<file path="src/hw/oled_font_pkg.sv">
/*
 * 6x8 font subset for the amplitude line. Column 0 of a glyph is sent
 * first; text_glyph_at maps a line position to the glyph shown there.
 */
package oled_font_pkg;

	localparam int GLYPH_COLS  = 6;
	localparam int TEXT_GLYPHS = 11;	// "Vpp:" + 5 digits + "mV"

	typedef logic [0:GLYPH_COLS-1][7:0] glyph_t;	// index 0 is leftmost column

	typedef enum logic [3:0] {
		DIGIT_0       = 4'd0,
		DIGIT_1       = 4'd1,
		DIGIT_2       = 4'd2,
		DIGIT_3       = 4'd3,
		DIGIT_4       = 4'd4,
		DIGIT_5       = 4'd5,
		DIGIT_6       = 4'd6,
		DIGIT_7       = 4'd7,
		DIGIT_8       = 4'd8,
		DIGIT_9       = 4'd9,
		GLYPH_V       = 4'd10,
		GLYPH_P_LOWER = 4'd11,
		GLYPH_COLON   = 4'd12,
		GLYPH_M_LOWER = 4'd13,
		GLYPH_BLANK   = 4'd14
	} glyph_code_t;

	function automatic glyph_t glyph_bits(input glyph_code_t code);
		case (code)
			DIGIT_0:       glyph_bits = {8'h00, 8'h3E, 8'h51, 8'h49, 8'h45, 8'h3E};
			DIGIT_1:       glyph_bits = {8'h00, 8'h00, 8'h42, 8'h7F, 8'h40, 8'h00};
			DIGIT_2:       glyph_bits = {8'h00, 8'h42, 8'h61, 8'h51, 8'h49, 8'h46};
			DIGIT_3:       glyph_bits = {8'h00, 8'h21, 8'h41, 8'h45, 8'h4B, 8'h31};
			DIGIT_4:       glyph_bits = {8'h00, 8'h18, 8'h14, 8'h12, 8'h7F, 8'h10};
			DIGIT_5:       glyph_bits = {8'h00, 8'h27, 8'h45, 8'h45, 8'h45, 8'h39};
			DIGIT_6:       glyph_bits = {8'h00, 8'h3C, 8'h4A, 8'h49, 8'h49, 8'h30};
			DIGIT_7:       glyph_bits = {8'h00, 8'h01, 8'h71, 8'h09, 8'h05, 8'h03};
			DIGIT_8:       glyph_bits = {8'h00, 8'h36, 8'h49, 8'h49, 8'h49, 8'h36};
			DIGIT_9:       glyph_bits = {8'h00, 8'h06, 8'h49, 8'h49, 8'h29, 8'h1E};
			GLYPH_V:       glyph_bits = {8'h00, 8'h1F, 8'h20, 8'h40, 8'h20, 8'h1F};
			GLYPH_P_LOWER: glyph_bits = {8'h00, 8'hFC, 8'h24, 8'h24, 8'h24, 8'h18};
			GLYPH_COLON:   glyph_bits = {8'h00, 8'h00, 8'h36, 8'h36, 8'h00, 8'h00};
			GLYPH_M_LOWER: glyph_bits = {8'h00, 8'h7C, 8'h04, 8'h18, 8'h04, 8'h78};
			default:       glyph_bits = '0;	// blank
		endcase
	endfunction

	// non-decimal nibbles show as a blank cell
	function automatic glyph_code_t digit_glyph(input logic [3:0] nibble);
		if (nibble > 4'd9)
			digit_glyph = GLYPH_BLANK;
		else
			digit_glyph = glyph_code_t'(nibble);
	endfunction

	function automatic glyph_code_t text_glyph_at(input logic [3:0] pos,
		input logic [19:0] digits);
		case (pos)
			4'd0:    text_glyph_at = GLYPH_V;
			4'd1:    text_glyph_at = GLYPH_P_LOWER;
			4'd2:    text_glyph_at = GLYPH_P_LOWER;
			4'd3:    text_glyph_at = GLYPH_COLON;
			4'd4:    text_glyph_at = digit_glyph(digits[19:16]);	// most significant
			4'd5:    text_glyph_at = digit_glyph(digits[15:12]);
			4'd6:    text_glyph_at = digit_glyph(digits[11:8]);
			4'd7:    text_glyph_at = digit_glyph(digits[7:4]);
			4'd8:    text_glyph_at = digit_glyph(digits[3:0]);
			4'd9:    text_glyph_at = GLYPH_M_LOWER;
			4'd10:   text_glyph_at = GLYPH_V;
			default: text_glyph_at = GLYPH_BLANK;
		endcase
	endfunction

endpackage

</file>
<file path="src/hw/oled_link_pkg.sv">
/*
 * Link-level definitions for the OLED serial path: byte kinds, sequencer
 * states, panel geometry and the fixed controller init command table.
 */
package oled_link_pkg;

	typedef enum logic {
		KIND_CMD  = 1'b0,	// drives D/C low
		KIND_DATA = 1'b1
	} byte_kind_t;

	typedef enum logic [2:0] {
		RESET_PULSE,
		INIT_CMDS,
		CLEAR_ADDR,
		CLEAR_DATA,
		TEXT_ADDR,
		TEXT_DATA
	} seq_state_t;

	localparam int INIT_CMD_COUNT = 30;
	localparam int PAGE_COUNT     = 4;
	localparam int PAGE_COLUMNS   = 128;
	localparam int ADDR_CMD_COUNT = 3;	// page, col low, col high
	localparam int TEXT_PAGE      = 0;

	// controller bring-up sequence, tail filled with no-ops
	function automatic logic [7:0] init_cmd_byte(input int idx);
		case (idx)
			0:  init_cmd_byte = 8'hAE;	// display off
			1:  init_cmd_byte = 8'h00;
			2:  init_cmd_byte = 8'h10;
			3:  init_cmd_byte = 8'h00;
			4:  init_cmd_byte = 8'hB0;
			5:  init_cmd_byte = 8'h81;	// contrast
			6:  init_cmd_byte = 8'hFF;
			7:  init_cmd_byte = 8'hA1;	// segment remap
			8:  init_cmd_byte = 8'hA6;
			9:  init_cmd_byte = 8'hA8;	// mux ratio
			10: init_cmd_byte = 8'h1F;	// 32 rows
			11: init_cmd_byte = 8'hC8;
			12: init_cmd_byte = 8'hD3;
			13: init_cmd_byte = 8'h00;
			14: init_cmd_byte = 8'hD5;
			15: init_cmd_byte = 8'h80;
			16: init_cmd_byte = 8'hD9;
			17: init_cmd_byte = 8'h1F;
			18: init_cmd_byte = 8'hDA;
			19: init_cmd_byte = 8'h00;
			20: init_cmd_byte = 8'hDB;
			21: init_cmd_byte = 8'h40;
			22: init_cmd_byte = 8'h8D;	// charge pump
			23: init_cmd_byte = 8'h14;
			24: init_cmd_byte = 8'hAF;	// display on
			default: init_cmd_byte = 8'hE3;
		endcase
	endfunction

endpackage
</file>
<file path="src/hw/oled_display_top.sv">
/*
 * OLED amplitude display top level. Chains the frame sequencer, the byte
 * FIFO and the serial shifter, and sets the parameters of each block.
 */
module oled_display_top #(
	parameter int CLK_DIV    = 20,	// sclk period in clk_in cycles
	parameter int FIFO_DEPTH = 8,
	parameter int RESET_HOLD = 16	// panel reset low time
) (
	input  logic        clk_in,
	input  logic        rst_n_in,
	input  logic [19:0] amp_bcd,	// five BCD digits, msd in [19:16]
	output logic        oled_rst_n,
	output logic        oled_cs_n,
	output logic        oled_dc,
	output logic        oled_sclk,
	output logic        oled_sdata
);

	logic [7:0]                wr_byte;
	oled_link_pkg::byte_kind_t wr_kind;
	logic                      wr_valid;
	logic                      wr_ready;
	logic [7:0]                rd_byte;
	oled_link_pkg::byte_kind_t rd_kind;
	logic                      rd_valid;
	logic                      rd_ready;

	oled_frame_sequencer #(
		.RESET_HOLD (RESET_HOLD)
	) u_sequencer (
		.clk_in     (clk_in),
		.rst_n_in   (rst_n_in),
		.amp_bcd    (amp_bcd),
		.wr_ready   (wr_ready),
		.wr_byte    (wr_byte),
		.wr_kind    (wr_kind),
		.wr_valid   (wr_valid),
		.oled_rst_n (oled_rst_n)
	);

	oled_byte_fifo #(
		.FIFO_DEPTH (FIFO_DEPTH)
	) u_fifo (
		.clk_in   (clk_in),
		.rst_n_in (rst_n_in),
		.wr_byte  (wr_byte),
		.wr_kind  (wr_kind),
		.wr_valid (wr_valid),
		.wr_ready (wr_ready),
		.rd_byte  (rd_byte),
		.rd_kind  (rd_kind),
		.rd_valid (rd_valid),
		.rd_ready (rd_ready)
	);

	oled_spi_shifter #(
		.CLK_DIV (CLK_DIV)
	) u_shifter (
		.clk_in     (clk_in),
		.rst_n_in   (rst_n_in),
		.rd_byte    (rd_byte),
		.rd_kind    (rd_kind),
		.rd_valid   (rd_valid),
		.rd_ready   (rd_ready),
		.oled_cs_n  (oled_cs_n),
		.oled_dc    (oled_dc),
		.oled_sclk  (oled_sclk),
		.oled_sdata (oled_sdata)
	);

endmodule

</file>
<file path="src/hw/oled_spi_shifter.sv">
/*
 * Serial shifter for the panel link. Takes one byte at a time from the FIFO
 * and sends it MSB first, sclk idle high, data changing on the falling edge.
 * CLK_DIV is the sclk period in clock cycles and must be at least 2.
 */
module oled_spi_shifter #(
	parameter int CLK_DIV = 20
) (
	input  logic                       clk_in,
	input  logic                       rst_n_in,
	input  logic [7:0]                 rd_byte,
	input  oled_link_pkg::byte_kind_t  rd_kind,
	input  logic                       rd_valid,
	output logic                       rd_ready,
	output logic                       oled_cs_n,
	output logic                       oled_dc,
	output logic                       oled_sclk,
	output logic                       oled_sdata
);

	localparam int DIV_W = $clog2(CLK_DIV);

	typedef enum logic [1:0] {
		SH_IDLE,	// waiting for a byte
		SH_SETUP,	// D/C set, waiting for the next fall strobe
		SH_SHIFT
	} shift_state_t;

	shift_state_t     state;
	logic [DIV_W-1:0] div_cnt;
	logic             fall_stb;
	logic             rise_stb;
	logic [7:0]       shift_reg;
	logic [2:0]       bit_cnt;

	assign fall_stb = (div_cnt == '0);
	assign rise_stb = (div_cnt == DIV_W'(CLK_DIV / 2));
	assign rd_ready = (state == SH_IDLE);

	// free-running divider, one strobe per sclk edge
	always_ff @(posedge clk_in or negedge rst_n_in)
	begin
		if (!rst_n_in)
			div_cnt <= '0;
		else if (div_cnt == DIV_W'(CLK_DIV - 1))
			div_cnt <= '0;
		else
			div_cnt <= div_cnt + 1'b1;
	end

	always_ff @(posedge clk_in or negedge rst_n_in)
	begin
		if (!rst_n_in)
		begin
			state      <= SH_IDLE;
			shift_reg  <= '0;
			bit_cnt    <= '0;
			oled_cs_n  <= 1'b1;
			oled_dc    <= 1'b0;
			oled_sclk  <= 1'b1;
			oled_sdata <= 1'b0;
		end
		else
		begin
			case (state)
				SH_IDLE:
				begin
					if (rd_valid)
					begin
						shift_reg <= rd_byte;
						oled_dc   <= rd_kind;	// settles before cs falls
						state     <= SH_SETUP;
					end
				end
				SH_SETUP:
				begin
					if (fall_stb)
					begin
						oled_cs_n  <= 1'b0;
						oled_sclk  <= 1'b0;
						oled_sdata <= shift_reg[7];	// msb first
						bit_cnt    <= '0;
						state      <= SH_SHIFT;
					end
				end
				default:
				begin
					if (rise_stb)
						oled_sclk <= 1'b1;	// panel samples here
					else if (fall_stb)
					begin
						if (bit_cnt == 3'd7)
						begin
							oled_cs_n  <= 1'b1;	// sclk stays high
							oled_sdata <= 1'b0;
							state      <= SH_IDLE;
						end
						else
						begin
							oled_sclk  <= 1'b0;
							oled_sdata <= shift_reg[6];
							shift_reg  <= {shift_reg[6:0], 1'b0};
							bit_cnt    <= bit_cnt + 3'd1;
						end
					end
				end
			endcase
		end
	end

endmodule

</file>
<file path="src/hw/oled_byte_fifo.sv">
/*
 * Circular byte buffer between the sequencer and the serial shifter.
 * Each entry carries its command/data kind. FIFO_DEPTH is a power of two.
 */
module oled_byte_fifo #(
	parameter int FIFO_DEPTH = 8
) (
	input  logic                       clk_in,
	input  logic                       rst_n_in,
	input  logic [7:0]                 wr_byte,
	input  oled_link_pkg::byte_kind_t  wr_kind,
	input  logic                       wr_valid,
	output logic                       wr_ready,
	output logic [7:0]                 rd_byte,
	output oled_link_pkg::byte_kind_t  rd_kind,
	output logic                       rd_valid,
	input  logic                       rd_ready
);

	localparam int PTR_W = $clog2(FIFO_DEPTH);

	logic [7:0]                mem_byte [FIFO_DEPTH];
	oled_link_pkg::byte_kind_t mem_kind [FIFO_DEPTH];
	logic [PTR_W-1:0] wr_ptr;
	logic [PTR_W-1:0] rd_ptr;
	logic [PTR_W:0]   count;	// one extra bit to tell full from empty
	logic push;
	logic pop;

	assign wr_ready = (count != (PTR_W+1)'(FIFO_DEPTH));
	assign rd_valid = (count != '0);
	assign push = wr_valid & wr_ready;
	assign pop  = rd_valid & rd_ready;
	assign rd_byte = mem_byte[rd_ptr];	// head shown without a read cycle
	assign rd_kind = mem_kind[rd_ptr];

	always_ff @(posedge clk_in)
	begin
		if (push)
		begin
			mem_byte[wr_ptr] <= wr_byte;
			mem_kind[wr_ptr] <= wr_kind;
		end
	end

	always_ff @(posedge clk_in or negedge rst_n_in)
	begin
		if (!rst_n_in)
		begin
			wr_ptr <= '0;
			rd_ptr <= '0;
			count  <= '0;
		end
		else
		begin
			if (push)
				wr_ptr <= wr_ptr + 1'b1;	// wraps at depth
			if (pop)
				rd_ptr <= rd_ptr + 1'b1;
			if (push && !pop)
				count <= count + 1'b1;
			else if (pop && !push)
				count <= count - 1'b1;
		end
	end

endmodule

</file>
<file path="src/hw/oled_frame_sequencer.sv">
/*
 * Byte producer for the panel. Pulses the panel reset, sends the init
 * table, clears every page, then repeats the amplitude text line forever.
 * Bytes leave over a valid/ready link and are held while the FIFO is full.
 */
module oled_frame_sequencer #(
	parameter int RESET_HOLD = 16
) (
	input  logic                       clk_in,
	input  logic                       rst_n_in,
	input  logic [19:0]                amp_bcd,
	input  logic                       wr_ready,
	output logic [7:0]                 wr_byte,
	output oled_link_pkg::byte_kind_t  wr_kind,
	output logic                       wr_valid,
	output logic                       oled_rst_n
);

	localparam int HOLD_W = $clog2(RESET_HOLD + 1);
	localparam int IDX_W  = $clog2(oled_link_pkg::PAGE_COLUMNS);
	localparam int PAGE_W = $clog2(oled_link_pkg::PAGE_COUNT);
	localparam logic [7:0] TEXT_COL = 8'd1;	// text starts one column in

	oled_link_pkg::seq_state_t state;
	logic [HOLD_W-1:0] hold_cnt;
	logic [IDX_W-1:0]  byte_idx;	// init / addr / clear byte counter
	logic [PAGE_W-1:0] page_idx;
	logic [3:0]        glyph_pos;
	logic [2:0]        col_idx;
	logic [19:0]       amp_hold;	// amplitude frozen for one text pass
	oled_font_pkg::glyph_t cur_glyph;
	logic fire;
	logic clear_last;
	logic text_last;
	logic latch_amp;

	// position command bytes: page select, column low, column high
	function automatic logic [7:0] addr_cmd(input logic [3:0] page,
		input logic [7:0] col, input logic [1:0] idx);
		case (idx)
			2'd0:    addr_cmd = {4'hB, page};
			2'd1:    addr_cmd = {4'h0, col[3:0]};
			default: addr_cmd = {4'h1, col[7:4]};
		endcase
	endfunction

	assign fire = wr_valid & wr_ready;
	assign clear_last = (state == oled_link_pkg::CLEAR_DATA)
		&& (byte_idx == IDX_W'(oled_link_pkg::PAGE_COLUMNS - 1))
		&& (page_idx == PAGE_W'(oled_link_pkg::PAGE_COUNT - 1));
	assign text_last = (state == oled_link_pkg::TEXT_DATA)
		&& (col_idx == 3'(oled_font_pkg::GLYPH_COLS - 1))
		&& (glyph_pos == 4'(oled_font_pkg::TEXT_GLYPHS - 1));
	assign latch_amp = fire & (clear_last | text_last);	// entering TEXT_ADDR
	assign cur_glyph = oled_font_pkg::glyph_bits(oled_font_pkg::text_glyph_at(glyph_pos,
		amp_hold));

	always_comb
	begin
		wr_valid = 1'b1;
		wr_kind  = oled_link_pkg::KIND_CMD;
		wr_byte  = 8'h00;
		case (state)
			oled_link_pkg::RESET_PULSE:
				wr_valid = 1'b0;	// nothing flows during panel reset
			oled_link_pkg::INIT_CMDS:
				wr_byte = oled_link_pkg::init_cmd_byte(int'(byte_idx));
			oled_link_pkg::CLEAR_ADDR:
				wr_byte = addr_cmd(4'(page_idx), 8'd0, byte_idx[1:0]);
			oled_link_pkg::CLEAR_DATA:
				wr_kind = oled_link_pkg::KIND_DATA;	// zero columns
			oled_link_pkg::TEXT_ADDR:
				wr_byte = addr_cmd(4'(oled_link_pkg::TEXT_PAGE), TEXT_COL, byte_idx[1:0]);
			default:
			begin
				wr_kind = oled_link_pkg::KIND_DATA;
				wr_byte = cur_glyph[col_idx];
			end
		endcase
	end

	always_ff @(posedge clk_in)
	begin
		if (latch_amp)
			amp_hold <= amp_bcd;
	end

	always_ff @(posedge clk_in or negedge rst_n_in)
	begin
		if (!rst_n_in)
		begin
			state      <= oled_link_pkg::RESET_PULSE;
			hold_cnt   <= '0;
			byte_idx   <= '0;
			page_idx   <= '0;
			glyph_pos  <= '0;
			col_idx    <= '0;
			oled_rst_n <= 1'b1;
		end
		else
		begin
			case (state)
				oled_link_pkg::RESET_PULSE:
				begin
					hold_cnt   <= hold_cnt + 1'b1;
					oled_rst_n <= (hold_cnt == HOLD_W'(RESET_HOLD));	// low RESET_HOLD cycles
					if (hold_cnt == HOLD_W'(RESET_HOLD))
						state <= oled_link_pkg::INIT_CMDS;
				end
				oled_link_pkg::INIT_CMDS:
				begin
					if (fire)
					begin
						byte_idx <= byte_idx + 1'b1;
						if (byte_idx == IDX_W'(oled_link_pkg::INIT_CMD_COUNT - 1))
						begin
							byte_idx <= '0;
							state    <= oled_link_pkg::CLEAR_ADDR;
						end
					end
				end
				oled_link_pkg::CLEAR_ADDR, oled_link_pkg::TEXT_ADDR:
				begin
					if (fire)
					begin
						byte_idx <= byte_idx + 1'b1;
						if (byte_idx == IDX_W'(oled_link_pkg::ADDR_CMD_COUNT - 1))
						begin
							byte_idx <= '0;
							if (state == oled_link_pkg::CLEAR_ADDR)
								state <= oled_link_pkg::CLEAR_DATA;
							else
								state <= oled_link_pkg::TEXT_DATA;
						end
					end
				end
				oled_link_pkg::CLEAR_DATA:
				begin
					if (fire)
					begin
						byte_idx <= byte_idx + 1'b1;
						if (byte_idx == IDX_W'(oled_link_pkg::PAGE_COLUMNS - 1))
						begin
							byte_idx <= '0;
							page_idx <= page_idx + 1'b1;
							state    <= clear_last ? oled_link_pkg::TEXT_ADDR
								: oled_link_pkg::CLEAR_ADDR;
						end
					end
				end
				default:
				begin
					if (fire)
					begin
						col_idx <= col_idx + 3'd1;
						if (col_idx == 3'(oled_font_pkg::GLYPH_COLS - 1))
						begin
							col_idx   <= '0;
							glyph_pos <= text_last ? 4'd0 : glyph_pos + 4'd1;
							if (text_last)
								state <= oled_link_pkg::TEXT_ADDR;	// next pass
						end
					end
				end
			endcase
		end
	end

endmodule

</file>
<file path="config.mk">
export PLATFORM = sky130hd
export DESIGN_NAME = oled_display_top
export DESIGN_NICKNAME = d
export VERILOG_FILES = /design/src/hw/oled_font_pkg.sv /design/src/hw/oled_link_pkg.sv /design/src/hw/oled_display_top.sv /design/src/hw/oled_spi_shifter.sv /design/src/hw/oled_byte_fifo.sv /design/src/hw/oled_frame_sequencer.sv
export SDC_FILE = /design/constraint.sdc
export NUM_CORES = 1
export LEC_CHECK = 0
export ABC_AREA = 1
export BUFFER_PORTS_ARGS = -buffer_cell sky130_fd_sc_hd__buf_4
export CAP_MARGIN = 20
export CORE_UTILIZATION = 59
export CTS_BUF_LIST = sky130_fd_sc_hd__clkbuf_4 sky130_fd_sc_hd__clkbuf_8
export CTS_CLUSTER_DIAMETER = 30
export CTS_CLUSTER_SIZE = 40
export DETAILED_ROUTE_END_ITERATION = 10
export HOLD_SLACK_MARGIN = 0.05
export PLACE_DENSITY = 0.82
export SLEW_MARGIN = 20
export SYNTH_ARGS = -nofsm -noshare
export SYNTH_HDL_FRONTEND = slang
export SYNTH_HIERARCHICAL = 1
export SYNTH_SLANG_ARGS = --single-unit
</file>
<file path="constraint.sdc">
create_clock -name clk_in -period 3.05 [get_ports clk_in]
set_clock_uncertainty 0.2 [all_clocks]
set_input_delay 0.61 -clock clk_in [delete_from_list [all_inputs] [get_ports clk_in]]
set_output_delay 0.61 -clock clk_in [all_outputs]
set_load 0.05 [all_outputs]
</file>
==> summary.txt, run 1 <==
Clocking
  – Clk sinks: 149
  – CTS HTree Levels: 4
  – Clock Path Buffers: 2
  – Num CTS Buffers: 17
  – Clk pin slew, worst setup/hold paths: 0.09 ns
  – Clock Latency Late Sink: 0.45 ns
  – Root Driver: clkbuf_8
  – CTS tree: done

Critical path
  – Setup crit end: u_fifo/mem_byte[1][4]
  – Launching point of the worst reg2reg path: u_sequencer/glyph_pos[1]
  – Slowest CP cell: dfrtp_2
  – CP max FO: 8
  – CP delay by family, top: simple AND/OR/NAND/NOR gates
  – Critical Path AT: 2.94 ns
  – Reg2Reg Depth: 17
  – CP Cell Sequence: inv_2 > ha_4 > inv_2 > buf_4 > nor2_4 > nor2_4 > nand3_4 > nand3_1 > buf_4 > ha_1 > inv_2 > nand2_2 > nand3_1 > a21oi_1 > nand3_1 > nand3_2 > nand2_4
  – Worst path depth: 17
  – Register-to-register setup slack: ~0.086 ns
  – CP startpoint kind: flip-flop
  – Required time worst endpoint: slightly above 3 ns
  – Crit end category: flip-flop
  – Reg2reg end: u_fifo/mem_byte[1][4]
  – Critical Path Start: u_sequencer/glyph_pos[1]
  – CP max stage delay: 0.46 ns
  – Crit path kind: flip-flop to flip-flop
  – Buf/Inv on CP: 5

STA
  – Setup ws final: 0.08609 ns
  – Worst-Margin Slew: 0.7657 ns
  – Worst hold slack: about 0.13 ns
  – Count of final setup violators: 0
  – Tcrit/Tclk final: 97.18%
  – Unrepaired setup endpoints after global routing: yes
  – Setup TNS: 0 ns
  – Max-slew violations: 0
  – Fin crit period: 2.964 ns
  – Maximum clock rate: 337.4 MHz
  – Final hold viol count: 0
  – Slew margin rel.: 48.95%

Detailed routing
  – Routed length per instance: 15.67 um
  – Residual DRC: 0
  – DRT antenna net count: 0
  – Total Wirelength: between 20000 and 25000 um
  – DRT iter0 DRCs: 789
  – TritonRoute pass-1 iters: 5
  – Vias per cell: 5.595
  – Vias: 7385

Synthesis
  – Most used DFF post-synth: edfxtp_1
  – Async SR Flop Fraction: 38.26%
  – Syn avg cell area: 8.337 um^2
  – Synth Register Bits: 149
  – Synth unique cells: 49
  – Yosys Warn Count: 6
  – Top cells by area, synth: edfxtp_1, dfrtp_1, nand2_1
  – Mapped Area: ~8700 um^2
  – Number of flops mapped to enable cells by yosys: 92
  – Share of the synthesized area in the top cell type: 31.83%
  – Cells after synthesis: around 1000
  – Mapped Nets: 1098
  – Area leader, netlist: edfxtp_1
  – Part of the Yosys area used for sequential elements: about half

Final layout
  – Max FFs per register: 64
  – Filler-free cell count of the finished design: 1320
  – N_diodes: 0
  – Layout cells sized above 1: 20.61%
  – Biggest regs: u_fifo/mem_byte: 64 flops, u_sequencer/amp_hold: 20 flops
  – Final nets: about 1200
  – Most flop-heavy register: u_fifo/mem_byte
  – Area grow syn2layout: 15.92%

GRT
  – Antenna violations before repair: 0
  – Vias in the first global route: 6948
  – Grt ovf: 0
  – Total track usage: 28.62%
  – First-pass GRT wire length: 32980 um
  – Largest net degree at the start of global routing: a little under 60

Floorplanning
  – Initial core utilization: between 60% and 70%
  – FP Rows: 43
  – Full die area: 15200 um^2
  – Die Height: 123.3 um
  – Ports: 27
  – Core area: about 14000 um^2
  – Die Wd: 123.3 um

Placed design
  – Pre-CTS WS: -0.06446 ns
  – I/O Buffers: 26
  – Post-DP HPWL: 13980 um
  – GP Congestion: 0.9646
  – # placed instances: 1280

Pwr
  – Leakage Power: 4.496 nW
  – VDD IR max: 0.2269 mV
  – Power Density: 391.8 nW/um^2
  – Total power: 3.942 mW

Worst hold path
  – Hold Crit Class: input pin to flip-flop

Run status
  – Status: finished, final reports clean

Flow run
  – Maxcap violations: 0
-- kinds of logic (layout without fill, tap and decap cells) --
group / count (synthesis) / after routing / synth area share, %
compound gates: 141 / 141 / 8.809
xor+xnor: 16 / 16 / 1.615
fa+ha+maj: 35 / 35 / 5.133
buf+inv: 131 / 230 / 6.978
flops: 149 / 149 / 48.31
mux: 1 / 1 / 0.1297
simple gates: 568 / 568 / 29.02
-- synth_stat cells (4+ instances only) --
master	instances
buf_2	6
o21ai_1	29
o21ai_0	54
nor2_1	110
nor2_2	11
edfxtp_1	92
a21o_1	4
nand4_1	12
a31oi_1	5
buf_6	7
nand3_2	10
nand2_2	9
buf_4	5
inv_2	18
nor3_1	6
nand3_1	82
nor2_4	5
inv_1	84
nand2_1	309
xor2_1	9
a21oi_1	37
ha_1	34
xnor2_1	7
clkbuf_1	5
dfrtp_1	54
-- routing by layer --
metal	wire (um)	up-vias	track usage (%)
met2	10020	291	46.72
li1	-	3608	-
met4	623	0	12.58
met1	8801	3430	37.00
met3	1235	56	5.673
met5	0	-	0
-- power breakdown --
group          internal (mW)  switching (mW)
clock network          0.982           0.797
registers               2.13               0
logic                 0.0175          0.0184
total                   3.13           0.815
-- layout by cell type, fill, tap and decap left out, types with 6 or more instances in the layout --
master | Yosys | routed
a21oi_1 | 37 | 35
buf_4 | 5 | 90
clkbuf_8 | 0 | 17
dfrtp_1 | 54 | 53
edfxtp_1 | 92 | 92
ha_1 | 34 | 26
inv_1 | 84 | 78
inv_2 | 18 | 24
nand2_1 | 309 | 294
nand2_2 | 9 | 19
nand2_4 | 3 | 8
nand3_1 | 82 | 76
nand3_2 | 10 | 14
nand4_1 | 12 | 12
nor2_1 | 110 | 108
nor2_2 | 11 | 12
nor2_4 | 5 | 6
nor3_1 | 6 | 6
o21ai_0 | 54 | 53
o21ai_1 | 29 | 28
xnor2_1 | 7 | 7
xor2_1 | 9 | 9
-- cell type report --
cell class              instances  area (um^2)
inverters                     106        410.4
clock inverters                15        225.2
flip-flops and latches        149         4194
clock buffers                  17        234.0
fillers                      1055         4036
repair buffers                 92        705.7
well taps                     180        225.2
multi-input cells             761         4065
-- worst min-delay path by stage --
| stage | from | endpoint | slack [ns] | cells after the start |
|---|---|---|---|---|
| floorplan | rst_n_in | u_fifo/count[0] | 0.11 | 0 |
| global placement | u_shifter/oled_cs_n | u_shifter/oled_cs_n | 0.25 | 2 |
| detailed placement | u_shifter/oled_cs_n | u_shifter/oled_cs_n | 0.25 | 2 |
| CTS | amp_bcd[19] | u_sequencer/amp_hold[19] | 0.1 | 1 |
| global route | amp_bcd[11] | u_sequencer/amp_hold[11] | 0.09 | 1 |
| finish | amp_bcd[3] | u_sequencer/amp_hold[3] | 0.13 | 1 |
-- what timing repair did --
item	in CTS	in global routing
hold buffers	1	0
buffers inserted	0	7
setup endpoints to repair	56	64
pin swaps	0	9
gates resized for setup	8	46
hold endpoints to repair	26	0
-- through the flow --
stage / utilization, % / instance area [um^2]
2_1_floorplan: - / 8678
3_3_place_gp: 66.37 / 9355
3_5_place_dp: 66.37 / 9355
4_1_cts: 69.87 / 9848
5_1_grt: 71.37 / 10060
6_report: 71.37 / 10060
Note: power is estimated with default switching activity, not from simulation.
==> inputs of run 2 (changes only) <==
--- a/config.mk
+++ b/config.mk
@@ -14,4 +14,5 @@
 export CTS_CLUSTER_SIZE = 40
 export DETAILED_ROUTE_END_ITERATION = 10
+export GPL_ROUTABILITY_DRIVEN = 0
 export HOLD_SLACK_MARGIN = 0.05
 export PLACE_DENSITY = 0.82
==> constraint.sdc (replaced) <==
create_clock -name clk_in -period 3.05 [get_ports clk_in]
set_clock_uncertainty 0.2 [all_clocks]
set_input_delay 0.1525 -clock clk_in [delete_from_list [all_inputs] [get_ports clk_in]]
set_output_delay 0.1525 -clock clk_in [all_outputs]
set_load 0.005 [all_outputs]
==> run 2 against run 1 <==
The run now ends with setup timing left; critical path depth is 4 lower; sequential share of layout area grew 0.41 points; hold slack got worse by 0.0029 ns; maximum frequency fell by 3.3%; via count up 1.7%; non-clock buffer count fell by 15; final area down 0.98%; clock-buffer cell count rose by 6; global-route usage is 1.3 points lower; critical path type unchanged.
==> summary.txt, run 2 (synthesis gave the netlist of run 1 again) <==
Final layout
  – Layout cells sized above 1: 17.51% (-3.1 points)
  – Area grow syn2layout: 14.78%
  – N_diodes: 0 (unchanged)
  – Fillers: 1036 (-1.8%)
  – Register area: 4194 um^2 (unchanged)
  – Biggest regs: u_fifo/mem_byte: 64 flops, u_sequencer/amp_hold: 20 flops
  – Final nets: 1169 (-1.3%)
  – Final Util: 70.66% (-0.70 points)
  – Final Cell Area: 9961 um^2 (-0.98%)
  – Commonest non-fill, non-tap cells in the layout: nand2_1, nor2_1, edfxtp_1
  – Most common cell after layout, fill and taps aside: nand2_1
  – Most flop-heavy register: u_fifo/mem_byte
  – Area occupied by multi-input gates: 4063 um^2 (about the same)
  – Max FFs per register: 64 (unchanged)

Detailed routing
  – Routed length per instance: 15.41 um (-1.6%)
  – Vias per cell: 5.753 (+2.8%)
  – TritonRoute pass-1 iters: 6 (+1)
  – DRT iter0 DRCs: 765 (-3.0%)
  – Vias: 7508 (+1.7%)
  – DRT antenna net count: 0 (unchanged)
  – Residual DRC: 0 (unchanged)
  – Total Wirelength: 20110 um (-2.8%)

GRT
  – Total track usage: 27.36% (-1.3 points)
  – Largest net degree at the start of global routing: 58 (unchanged)
  – Antenna violations before repair: 0 (unchanged)
  – Grt ovf: 0 (unchanged)
  – Vias in the first global route: 6780 (-2.4%)
  – First-pass GRT wire length: 31870 um (-3.3%)

STA
  – Tcrit/Tclk final: 100.5% (+3.3 points)
  – Setup ws final: -0.01393 ns (-0.1000 ns)
  – Worst-Margin Slew: 0.8797 ns (+0.1141 ns)
  – Slew margin rel.: 41.35% (-7.6 points)
  – Unrepaired setup endpoints after global routing: yes
  – Count of final setup violators: 16 (+16)
  – Max-slew violations: 0 (unchanged)
  – Final hold viol count: 0 (unchanged)
  – Maximum clock rate: 326.4 MHz (-3.3%)
  – Fin crit period: 3.064 ns (+0.1000 ns)

Pwr
  – NetSw: 0.7164 mW (-12%)
  – VDD IR max: 0.2506 mV (+10%)
  – Switch share: 19.47% (-1.2 points)
  – Power Density: 369.5 nW/um^2 (-5.7%)
  – Reg power frac: 57.8% (+3.8 points)
  – Int Pwr: 2.964 mW (-5.2%)
  – Gate power share: 1.6% (+0.7 points)
  – Leakage Power: 4.395 nW (-2.2%)
  – Clock power share: 40.6% (-4.5 points)

Critical path
  – CP startpoint kind: flip-flop
  – CP max FO: 11 (+3)
  – Crit end category: flip-flop
  – Critical Path AT: 3.17 ns (+0.23 ns)
  – Crit path kind: flip-flop to flip-flop
  – Required time worst endpoint: 3.15 ns (+0.12 ns)

Clocking
  – Root Driver: clkbuf_8
  – Num CTS Buffers: 17 (unchanged)
  – CTS tree: done
  – Clock Latency Late Sink: 0.44 ns (about the same)
  – CTS HTree Levels: 4 (unchanged)
  – Clock Path Buffers: 2 (unchanged)
  – Clk pin slew, worst setup/hold paths: 0.08 ns (about the same)
  – Clk sinks: 149 (unchanged)

Floorplanning
  – Ports: 27 (unchanged)
  – FP Rows: 43 (unchanged)
  – Full die area: 15200 um^2 (unchanged)
  – Die Height: 123.3 um (unchanged)
  – Initial core utilization: 61.57% (unchanged)
  – Die Wd: 123.3 um (unchanged)
  – Core area: 14100 um^2 (unchanged)

Worst hold path
  – Hold Crit Class: input pin to asynchronous set/reset pin

Flow run
  – Maxcap violations: 0 (unchanged)

Placed design
  – Post-DP HPWL: 12980 um (-7.2%)
  – I/O Buffers: 26 (unchanged)
  – DP Area: 9120 um^2 (-2.5%)

Run status
  – Failing checks: setup timing
  – Status: finished, violations left
run 2: changes by cell type in the layout (fill, tap and decap cells not counted), sizes merged:
cell,change
clkbuf,+6
inv,-3
dlygate4sd3,+20
buf,-35
bufinv,-3
run 2: worst paths after layout:
check	slack (ns)	endpoint	cells past startpoint	startpoint
setup / recovery	-0.01	u_fifo/mem_byte[7][0]	13	u_sequencer/glyph_pos[1]
min in group clk_in	0.22	u_sequencer/amp_hold[8]	2	amp_bcd[8]
hold / removal	0.13	u_shifter/bit_cnt[2]	2	rst_n_in
max in group asynchronous	1.98	u_sequencer/glyph_pos[3]	2	rst_n_in
hold reg to reg	0.27	u_shifter/oled_cs_n	2	u_shifter/oled_cs_n
setup reg to reg	-0.01	u_fifo/mem_byte[7][0]	13	u_sequencer/glyph_pos[1]
run 2: critical path, cell delays in order, from the launching register on:
cell and delay, ns:
dfrtp_1 0.42, buf_4 0.15, ha_2 0.20, nand2_1 0.22, o21ai_1 0.14, nor2_2 0.27
nand2_2 0.14, nor2_8 0.21, ha_1 0.18, nand2_1 0.13, a21oi_1 0.18, o21ai_0 0.10
a21oi_1 0.19, buf_4 0.19
run 2: final cells by class:
class	instances	area share, %
Tap cell	180	2.261
Clock inverter	9	1.043
Timing Repair Buffer	77	6.733
Multi-Input combinational cell	761	40.79
Inverter	106	4.145
Clock buffer	23	2.927
Sequential cell	149	42.11
run 2: per-stage QoR:
step	TNS [ns]	hold WS [ns]	cells	power (mW)	setup WS (ns)
4_1_cts	0	0.1553	1302	3.705	0.006607
5_1_grt	-5.646	0.1945	1305	3.805	-0.1358
3_5_place_dp	-2.898	0.08334	1247	2.208	-0.09251
2_1_floorplan	0	-0.3431	1041	2.171	0.06617
6_report	-0.1821	0.1271	1305	3.680	-0.01393
3_3_place_gp	-0.3814	0.07387	1247	2.206	-0.04776
run 2: power by group through the flow:
stage | Sequential (mW) | Clock [mW] | Combinational [mW]
after global routing | 2.13 | 1.62 | 0.0635
after floorplan | 2.17 | 0 | 0.00000241
after detailed placement | 2.17 | 0 | 0.0370
after global placement | 2.17 | 0 | 0.0353
after CTS | 2.13 | 1.52 | 0.0579
final | 2.13 | 1.50 | 0.0572
run 2: metal layers:
layer,part of all wire (%),track usage (%),vias up,routed length [um]
met5,0,0,-,0
met4,3.7,11.82,0,745
met1,40,35.25,3442,8143
met3,8.2,5.766,87,1650
li1,-,-,3576,-
met2,48,44.66,403,9571
run 2: what timing repair did:
item / 4_1_cts / 5_1_grt
setup endpoints to repair: 56 / 64
pin swaps: 1 / 12
gates resized for setup: 7 / 50
hold endpoints to repair: 77 / 0
hold buffers: 21 / 0
buffers inserted: 2 / 3
